### config.mk
export PLATFORM = sky130hd
export DESIGN_NAME = imem_port_top
export DESIGN_NICKNAME = d
export VERILOG_FILES = /design/src/common/imem_pkg.sv /design/src/common/burst_if.sv /design/src/fetch/fetch_ctrl.sv /design/src/axi_read/ar_channel.sv /design/src/axi_read/r_channel.sv /design/src/axi_read/line_buffer.sv /design/src/imem_port_top.sv
export SDC_FILE = /design/constraint.sdc
export NUM_CORES = 1
export LEC_CHECK = 0
export ABC_AREA = 1
export BUFFER_PORTS_ARGS = -buffer_cell sky130_fd_sc_hd__buf_2
export CORE_MARGIN = 10
export CORE_UTILIZATION = 53
export CTS_CLUSTER_SIZE = 30
export DETAILED_ROUTE_END_ITERATION = 16
export PLACE_DENSITY = 0.81
export SYNTH_ARGS = -nofsm -noshare
export SYNTH_HDL_FRONTEND = slang
export SYNTH_SLANG_ARGS = --single-unit
### constraint.sdc
create_clock -name M_AXI_ACLK -period 4.4 [get_ports M_AXI_ACLK]
set_input_delay 0.66 -clock M_AXI_ACLK [delete_from_list [all_inputs] [get_ports M_AXI_ACLK]]
set_output_delay 0.66 -clock M_AXI_ACLK [all_outputs]
set_load 0.02 [all_outputs]
### src/common/imem_pkg.sv
`default_nettype none

package imem_pkg;

    // ------------------------------------------------------------
    // Bus widths and line geometry.
    // ------------------------------------------------------------
    localparam int ADDR_W    = 32;                 // Byte address on AR.
    localparam int DATA_W    = 32;                 // One word per beat.
    localparam int LINE_W    = 256;                // Cache line seen by the core.
    localparam int MAX_BURST = LINE_W / DATA_W;    // Words per line.
    localparam int IDX_W     = $clog2(MAX_BURST);  // Beat index within a line.
    localparam int LEN_W     = IDX_W + 1;          // Word count, 1 up to MAX_BURST.

    // ------------------------------------------------------------
    // Fixed read-address attributes.
    // ------------------------------------------------------------
    // Beat size is the full data bus.
    localparam logic [2:0] AR_SIZE  = 3'($clog2(DATA_W / 8));
    localparam logic [1:0] AR_BURST = 2'b01;       // INCR.
    localparam logic [3:0] AR_CACHE = 4'b0010;     // Modifiable, non-bufferable.
    localparam logic [2:0] AR_PROT  = 3'b000;      // Unprivileged, secure, data.
    localparam logic [3:0] AR_QOS   = 4'b0000;     // No QoS class.
    localparam logic       AR_LOCK  = 1'b0;        // Normal access.

    // ------------------------------------------------------------
    // Cache line, two views of the same bits.
    // ------------------------------------------------------------
    // The word view runs 0 to MAX_BURST-1 from the left, so beat 0
    // lands in the most significant word of the flat view.
    typedef union packed {
        logic [LINE_W-1:0]                flat;   // As the core reads it.
        logic [0:MAX_BURST-1][DATA_W-1:0] words;  // As the bus fills it.
    } line_t;

    // Request controller states.
    typedef enum logic [1:0] {
        IDLE,   // Waiting for a fetch strobe.
        READ,   // Burst in flight.
        DONE    // Line presented for one cycle.
    } ctrl_state_t;

endpackage

`default_nettype wire

### src/common/burst_if.sv
`timescale 1ns/1ps
`default_nettype none

// One burst request from the controller and its completion from the channels.
interface burst_if;
    import imem_pkg::*;

    logic              start;      // Single-cycle kick for a new burst.
    logic [ADDR_W-1:0] addr;       // Line address, held for the request.
    logic [LEN_W-1:0]  len;        // Words to fetch, not length minus one.
    logic              last_beat;  // Final beat accepted this cycle.
    logic              error;      // Sticky response error for this burst.

    // Request side.
    modport ctrl (
        output start,
        output addr,
        output len,
        input  last_beat,
        input  error
    );

    // AR and R side; each channel reads only the fields it needs.
    modport chan (
        input  start,
        input  addr,
        input  len,
        output last_beat,
        output error
    );

endinterface

`default_nettype wire

### src/fetch/fetch_ctrl.sv
`timescale 1ns/1ps
`default_nettype none

module fetch_ctrl (
    input  wire                         M_AXI_ACLK,
    input  wire                         M_AXI_ARESETN,
    input  wire                         strobe,    // Sampled in IDLE only.
    input  wire  [imem_pkg::ADDR_W-1:0] addr,
    input  wire  [imem_pkg::LEN_W-1:0]  len,
    input  wire  imem_pkg::line_t       line_in,   // Buffer contents.
    burst_if.ctrl                       burst,
    output logic                        done,
    output imem_pkg::line_t             line,
    output logic                        error
);
    import imem_pkg::*;

    ctrl_state_t       state;
    ctrl_state_t       state_nxt;
    logic [ADDR_W-1:0] addr_q;     // Captured at the strobe.
    logic [LEN_W-1:0]  len_q;      // Captured at the strobe.
    logic              start_q;    // High in the first READ cycle.
    logic              take;       // Strobe accepted this cycle.

    assign take = (state == IDLE) && strobe;

    // ------------------------------------------------------------
    // State register and next-state logic.
    // ------------------------------------------------------------
    always_ff @(posedge M_AXI_ACLK)
    begin
        if (!M_AXI_ARESETN)
            state <= IDLE;
        else
            state <= state_nxt;
    end

    always_comb
    begin
        state_nxt = state;
        case (state)
            IDLE:    if (strobe) state_nxt = READ;
            READ:    if (burst.last_beat) state_nxt = DONE;  // Line complete.
            DONE:    state_nxt = IDLE;                       // One cycle only.
            default: state_nxt = IDLE;
        endcase
    end

    // Burst kick, one cycle behind the accepted strobe.
    always_ff @(posedge M_AXI_ACLK)
    begin
        if (!M_AXI_ARESETN)
            start_q <= 1'b0;
        else
            start_q <= take;
    end

    // Request fields stay fixed for the whole burst.
    always_ff @(posedge M_AXI_ACLK)
    begin
        if (take)
        begin
            addr_q <= addr;
            len_q  <= len;
        end
    end

    assign burst.start = start_q;
    assign burst.addr  = addr_q;
    assign burst.len   = len_q;

    // ------------------------------------------------------------
    // Core-side outputs.
    // ------------------------------------------------------------
    assign done      = (state == DONE);                   // Decoded from the state flop.
    assign error     = done & burst.error;                // Includes the last beat.
    assign line.flat = done ? line_in.flat : {LINE_W{1'b0}};  // Zero between requests.

endmodule

`default_nettype wire

### src/axi_read/ar_channel.sv
`timescale 1ns/1ps
`default_nettype none

module ar_channel (
    input  wire                         M_AXI_ACLK,
    input  wire                         M_AXI_ARESETN,
    burst_if.chan                       burst,
    output logic [imem_pkg::ADDR_W-1:0] araddr,
    output logic [7:0]                  arlen,     // Beats minus one.
    output logic                        arvalid,
    input  wire                         arready
);

    // ------------------------------------------------------------
    // Address and length.
    // ------------------------------------------------------------
    // Loaded at start and held steady while ARVALID waits.
    always_ff @(posedge M_AXI_ACLK)
    begin
        if (burst.start)
        begin
            araddr <= burst.addr;
            arlen  <= 8'(burst.len) - 8'd1;   // Word count to AXI length form.
        end
    end

    // ------------------------------------------------------------
    // Valid handshake.
    // ------------------------------------------------------------
    always_ff @(posedge M_AXI_ACLK)
    begin
        if (!M_AXI_ARESETN)
            arvalid <= 1'b0;
        else if (burst.start)
            arvalid <= 1'b1;                  // New request.
        else if (arready)
            arvalid <= 1'b0;                  // Accepted, drop next cycle.
    end

endmodule

`default_nettype wire

### src/axi_read/r_channel.sv
`timescale 1ns/1ps
`default_nettype none

module r_channel (
    input  wire                         M_AXI_ACLK,
    input  wire                         M_AXI_ARESETN,
    burst_if.chan                       burst,
    input  wire  [imem_pkg::DATA_W-1:0] rdata,
    input  wire  [1:0]                  rresp,
    input  wire                         rvalid,
    output logic                        rready,
    output logic                        wr_en,     // Store this beat.
    output logic [imem_pkg::IDX_W-1:0]  wr_idx,    // Word slot.
    output logic [imem_pkg::DATA_W-1:0] wr_word
);
    import imem_pkg::*;

    logic [IDX_W-1:0] idx_q;     // Index of the next beat.
    logic             beat;      // Handshake this cycle.
    logic             at_last;   // Index matches len minus one.

    assign beat    = rvalid && rready;
    assign at_last = ({1'b0, idx_q} == (burst.len - LEN_W'(1)));

    // ------------------------------------------------------------
    // Beat counter.
    // ------------------------------------------------------------
    // RVALID gaps just hold the count; RLAST plays no part.
    always_ff @(posedge M_AXI_ACLK)
    begin
        if (!M_AXI_ARESETN)
            idx_q <= '0;
        else if (burst.start)
            idx_q <= '0;                 // Fresh burst.
        else if (beat)
            idx_q <= idx_q + 1'b1;
    end

    // Ready held high across the whole burst.
    always_ff @(posedge M_AXI_ACLK)
    begin
        if (!M_AXI_ARESETN)
            rready <= 1'b0;
        else if (burst.start)
            rready <= 1'b1;
        else if (beat && at_last)
            rready <= 1'b0;              // Last word is in.
    end

    // ------------------------------------------------------------
    // Response error, sticky for one burst.
    // ------------------------------------------------------------
    always_ff @(posedge M_AXI_ACLK)
    begin
        if (!M_AXI_ARESETN)
            burst.error <= 1'b0;
        else if (burst.start)
            burst.error <= 1'b0;
        else if (beat && rresp[1])
            burst.error <= 1'b1;         // SLVERR or DECERR.
    end

    assign burst.last_beat = beat && at_last;

    // Steer each accepted beat into the line buffer.
    assign wr_en   = beat;
    assign wr_idx  = idx_q;
    assign wr_word = rdata;

endmodule

`default_nettype wire

### src/axi_read/line_buffer.sv
`timescale 1ns/1ps
`default_nettype none

module line_buffer (
    input  wire                         M_AXI_ACLK,
    input  wire                         wr_en,
    input  wire  [imem_pkg::IDX_W-1:0]  wr_idx,
    input  wire  [imem_pkg::DATA_W-1:0] wr_word,
    output imem_pkg::line_t             line
);
    import imem_pkg::*;

    line_t buf_q;   // Eight words, beat 0 on top.

    // ------------------------------------------------------------
    // Word writes.
    // ------------------------------------------------------------
    // Unwritten slots keep whatever an earlier request left there,
    // so a short burst only refreshes the upper words.
    always_ff @(posedge M_AXI_ACLK)
    begin
        if (wr_en)
            buf_q.words[wr_idx] <= wr_word;
    end

    assign line.flat = buf_q.flat;  // Whole line out.

endmodule

`default_nettype wire

### src/imem_port_top.sv
`timescale 1ns/1ps
`default_nettype none

module imem_port_top (
    input  wire                         M_AXI_ACLK,
    input  wire                         M_AXI_ARESETN,

    // Core side.
    input  wire                         imem_strobe,     // Fetch request.
    input  wire  [imem_pkg::ADDR_W-1:0] imem_addr,       // Line address.
    input  wire  [imem_pkg::LEN_W-1:0]  imem_burst_len,  // Words, 1 to 8.
    output logic                        imem_done,       // One-cycle completion.
    output logic [imem_pkg::LINE_W-1:0] imem_line,       // Zero outside done.
    output logic                        imem_error,      // Valid with done.

    // Read address channel.
    output logic [imem_pkg::ADDR_W-1:0] M_AXI_ARADDR,
    output logic [7:0]                  M_AXI_ARLEN,
    output logic [2:0]                  M_AXI_ARSIZE,
    output logic [1:0]                  M_AXI_ARBURST,
    output logic                        M_AXI_ARLOCK,
    output logic [3:0]                  M_AXI_ARCACHE,
    output logic [2:0]                  M_AXI_ARPROT,
    output logic [3:0]                  M_AXI_ARQOS,
    output logic                        M_AXI_ARVALID,
    input  wire                         M_AXI_ARREADY,

    // Read data channel.
    input  wire  [imem_pkg::DATA_W-1:0] M_AXI_RDATA,
    input  wire  [1:0]                  M_AXI_RRESP,
    input  wire                         M_AXI_RLAST,     // Beats are counted instead.
    input  wire                         M_AXI_RVALID,
    output logic                        M_AXI_RREADY
);
    import imem_pkg::*;

    burst_if u_burst ();               // Controller to channel link.

    line_t             buf_line;       // Raw buffer contents.
    line_t             out_line;       // Gated line from the controller.
    logic              wr_en;          // Beat accepted.
    logic [IDX_W-1:0]  wr_idx;         // Word slot for the beat.
    logic [DATA_W-1:0] wr_word;        // Beat payload.

    // ------------------------------------------------------------
    // Fixed AR attributes.
    // ------------------------------------------------------------
    assign M_AXI_ARSIZE  = AR_SIZE;
    assign M_AXI_ARBURST = AR_BURST;
    assign M_AXI_ARLOCK  = AR_LOCK;
    assign M_AXI_ARCACHE = AR_CACHE;
    assign M_AXI_ARPROT  = AR_PROT;
    assign M_AXI_ARQOS   = AR_QOS;

    assign imem_line = out_line.flat;  // Core sees the flat view.

    // ------------------------------------------------------------
    // Request controller.
    // ------------------------------------------------------------
    fetch_ctrl u_fetch_ctrl (
        .M_AXI_ACLK    (M_AXI_ACLK),
        .M_AXI_ARESETN (M_AXI_ARESETN),
        .strobe        (imem_strobe),
        .addr          (imem_addr),
        .len           (imem_burst_len),
        .line_in       (buf_line),
        .burst         (u_burst.ctrl),
        .done          (imem_done),
        .line          (out_line),
        .error         (imem_error)
    );

    // ------------------------------------------------------------
    // AXI read channels and line storage.
    // ------------------------------------------------------------
    ar_channel u_ar_channel (
        .M_AXI_ACLK    (M_AXI_ACLK),
        .M_AXI_ARESETN (M_AXI_ARESETN),
        .burst         (u_burst.chan),
        .araddr        (M_AXI_ARADDR),
        .arlen         (M_AXI_ARLEN),
        .arvalid       (M_AXI_ARVALID),
        .arready       (M_AXI_ARREADY)
    );

    r_channel u_r_channel (
        .M_AXI_ACLK    (M_AXI_ACLK),
        .M_AXI_ARESETN (M_AXI_ARESETN),
        .burst         (u_burst.chan),
        .rdata         (M_AXI_RDATA),
        .rresp         (M_AXI_RRESP),
        .rvalid        (M_AXI_RVALID),
        .rready        (M_AXI_RREADY),
        .wr_en         (wr_en),
        .wr_idx        (wr_idx),
        .wr_word       (wr_word)
    );

    line_buffer u_line_buffer (
        .M_AXI_ACLK (M_AXI_ACLK),
        .wr_en      (wr_en),
        .wr_idx     (wr_idx),
        .wr_word    (wr_word),
        .line       (buf_line)
    );

endmodule

`default_nettype wire

==> metrics <==
outcome=completed; Num Clock Sinks=338; H-tree Lvls=2; Design Area, Final=17600 sq um; Post-CTS Setup Inserts=0; Post-synth EDFFs=329; RD Place Congestion=0.782; dpl cell area=16500 sq um; setup_tns=0 ns; Seq pwr share=0.550; r2r worst-path depth=4; top cells by area, synth=edfxtp_1, nor2_4, inv_1, buf_12, nor2_1; Initial DRC Count=505; core area=27000 sq um; Vias/cell=4.56; initial antenna violation count=3; vias in the first global route=8230; HP Class=input port to register; Seq/Total Area, Yosys=0.694; Final Max Slew Viols=0; CTS buffer count=36; Total Routing Usage GR=0.190; Async SR Flop Fraction=0; share of cells above drive strength 1=0.465; period utilization=0.720; Period minus WS final=3.17 ns; worst slew pin tran=1.22 ns; initial core utilization=0.538; Required @ worst endpoint=3.74 ns; CTS tree=yes; R2R Setup Slk=2.13 ns; combinational cell fraction of total power=0.028; CTS clk-pin slew, worst paths=0.06 ns; clk_skew=0.0193 ns; Final Hold Viols=0; Die ar.=34400 sq um; gr ovfl total=0; # resized after CTS=0; Leak=0.00779 uW; # rows=60; Post-Syn Instances=982; I/O pin total=393; Sw Pwr=1320 uW; Worst-Skew Late Latency=0.50 ns; Int Pwr=5280 uW; HPWL after detailed placement=23200 um; Critical R2R Launch=u_r_channel.rready; RSZ-0062 raised after global routing=no; CTS Hold Bufs=0; Slew headroom=0.184; area grow syn2layout=21.1%; worst-path fanout max=118; Routed Antenna Nets=0; maximum vdd ir drop=0.428 mV; PD cells=376 nW/um^2; DR DRC count=0; first-pass GRT wire length=49600 um; drt first pass iters=4; Mapped Avg Cell Area=14.8 sq um; Root Buffer=clkbuf_16; Peak Freq=315 MHz; via count=7949; Post-synth top flop=edfxtp_1; WL/cell=18.9 um; largest net degree at the start of global routing=119; switch share=0.200; synthesized cell area=14500 sq um; hold path start=imem_addr[7]; CP Launch Type=register; kind of critical path=register to output port; share of the synthesized area in the top cell type=0.682; Multi-input gate area=2860 sq um; Nets=1455; Port Buf Inserts=373; Seq cells post-synth=338; clock group share of total power=0.422; Die Y=185 um; register area=10100 sq um; Die Wd=185 um; CP endpoint kind=output port; Max clock buf depth=3; Ys Warns=0; hold depth=1; reg-to-reg endpoint=u_line_buffer.line[96]; final WL=33100 um; Hold Path Sink=u_fetch_ctrl.burst.addr[7]; # setup viols final=0; Cell variety after synth=17; Arr. time, crit path=2.51 ns; max-cap viol count=0; FILL cells=1867; leading area contributor after synthesis=edfxtp_1
-- metrics by stage --
step,power [uW],setup WS [ns],std cells,hold WS (ns),utilization
detailed placement,3880,1.70,1680,0.405,0.611
floorplan,3780,0.715,997,0.400,-
CTS,6660,1.34,1744,0.306,0.651
global placement,3870,1.71,1680,0.401,0.611
global route,6820,1.18,1745,0.306,0.651
finish,6600,1.23,1745,0.324,0.651
-- placed cells by master, fill, tap and decap left out --
cell,synthesis,final
inv_1,277,277
clkbuf_8,0,1
dfxtp_1,9,8
edfxtp_1,329,329
a21oi_1,6,6
buf_4,20,13
nor2_4,201,209
clkinvlp_4,0,4
dfxtp_2,0,1
inv_16,0,1
buf_2,2,373
buf_12,22,4
ha_1,2,2
clkinv_2,0,5
nand2_1,24,24
nor3_2,0,1
nor2_1,72,64
clkbuf_16,0,37
diode_2,0,1
inv_6,0,2
clkinv_1,0,2
nand3_1,6,6
conb_1,2,17
o21ai_0,4,4
clkbuf_1,0,12
bufinv_16,0,1
-- critical path, cell delays in order (launching register included) --
cell and delay [ns]:
dfxtp_1 0.42, nor2_4 0.10, inv_16 0.46, buf_4 0.42
nor2_1 0.07, buf_2 0.16
-- synthesized netlist by cell type (2+ instances only) --
cell type,count
buf_4,20
buf_6,4
buf_12,22
ha_1,2
nand3_1,6
conb_1,2
buf_2,2
o21ai_0,4
nor2_4,201
a21oi_1,6
edfxtp_1,329
nand2_1,24
dfxtp_1,9
inv_1,277
nor2_1,72
-- state kept, by name (all words and copies together) (netlist names) --
name	cells
u_line_buffer.line	256
u_ar_channel.araddr	32
u_fetch_ctrl.burst.addr	32
u_ar_channel.arlen	5
u_fetch_ctrl.burst.len	4
u_r_channel.wr_idx	3
u_fetch_ctrl.state	2
u_ar_channel.arvalid	1
u_fetch_ctrl.burst.start	1
u_r_channel.burst.error	1
u_r_channel.rready	1
-- worst max path at each step --
| stage | slack (ns) | endpoint | startpoint | cells past startpoint |
|---|---|---|---|---|
| after global routing | 1.18 | imem_line[225] | u_fetch_ctrl.state[1] | 6 |
| after global placement | 1.71 | u_line_buffer.line[199] | M_AXI_RVALID | 6 |
| after floorplan | 0.71 | u_fetch_ctrl.state[0] | imem_strobe | 4 |
| after detailed placement | 1.70 | u_line_buffer.line[199] | M_AXI_RVALID | 6 |
| final | 1.23 | imem_line[4] | u_fetch_ctrl.state[0] | 5 |
| after CTS | 1.34 | imem_line[21] | u_fetch_ctrl.state[0] | 5 |
-- area by class of cell --
class / count / area share
Tap cell: 341 / 0.0243
Antenna cell: 1 / 0.000143
Clock buffer: 50 / 0.0561
Timing Repair Buffer: 390 / 0.116
Inverter: 278 / 0.0604
Multi-Input combinational cell: 333 / 0.163
Sequential cell: 338 / 0.573
Clock inverter: 14 / 0.00627
-- layer usage --
| metal | vias to the layer above | wire length [um] | GRT usage |
|---|---|---|---|
| met5 | - | 0 | 0 |
| met4 | 0 | 615 | 0.0507 |
| met3 | 43 | 3390 | 0.0635 |
| met2 | 348 | 16900 | 0.330 |
| met1 | 3764 | 12200 | 0.219 |
| li1 | 3794 | - | - |
-- logic make-up after synthesis --
group | share of synthesized area
flip-flops | 0.694
adder cells (fa/ha/maj) | 0.00173
buffers and inverters | 0.117
other | 0.000518
AND/OR/NAND/NOR | 0.183
AO/OA/AOI/OAI | 0.00345
-- power by group through the flow --
stage	logic, uW	clock network [uW]	registers [uW]
2_1_floorplan	70.2	0	3710
3_3_place_gp	179	0	3690
3_5_place_dp	185	0	3690
4_1_cts	186	2840	3630
5_1_grt	204	2990	3630
6_report	184	2790	3630
Power figures use the tool's default switching activity.
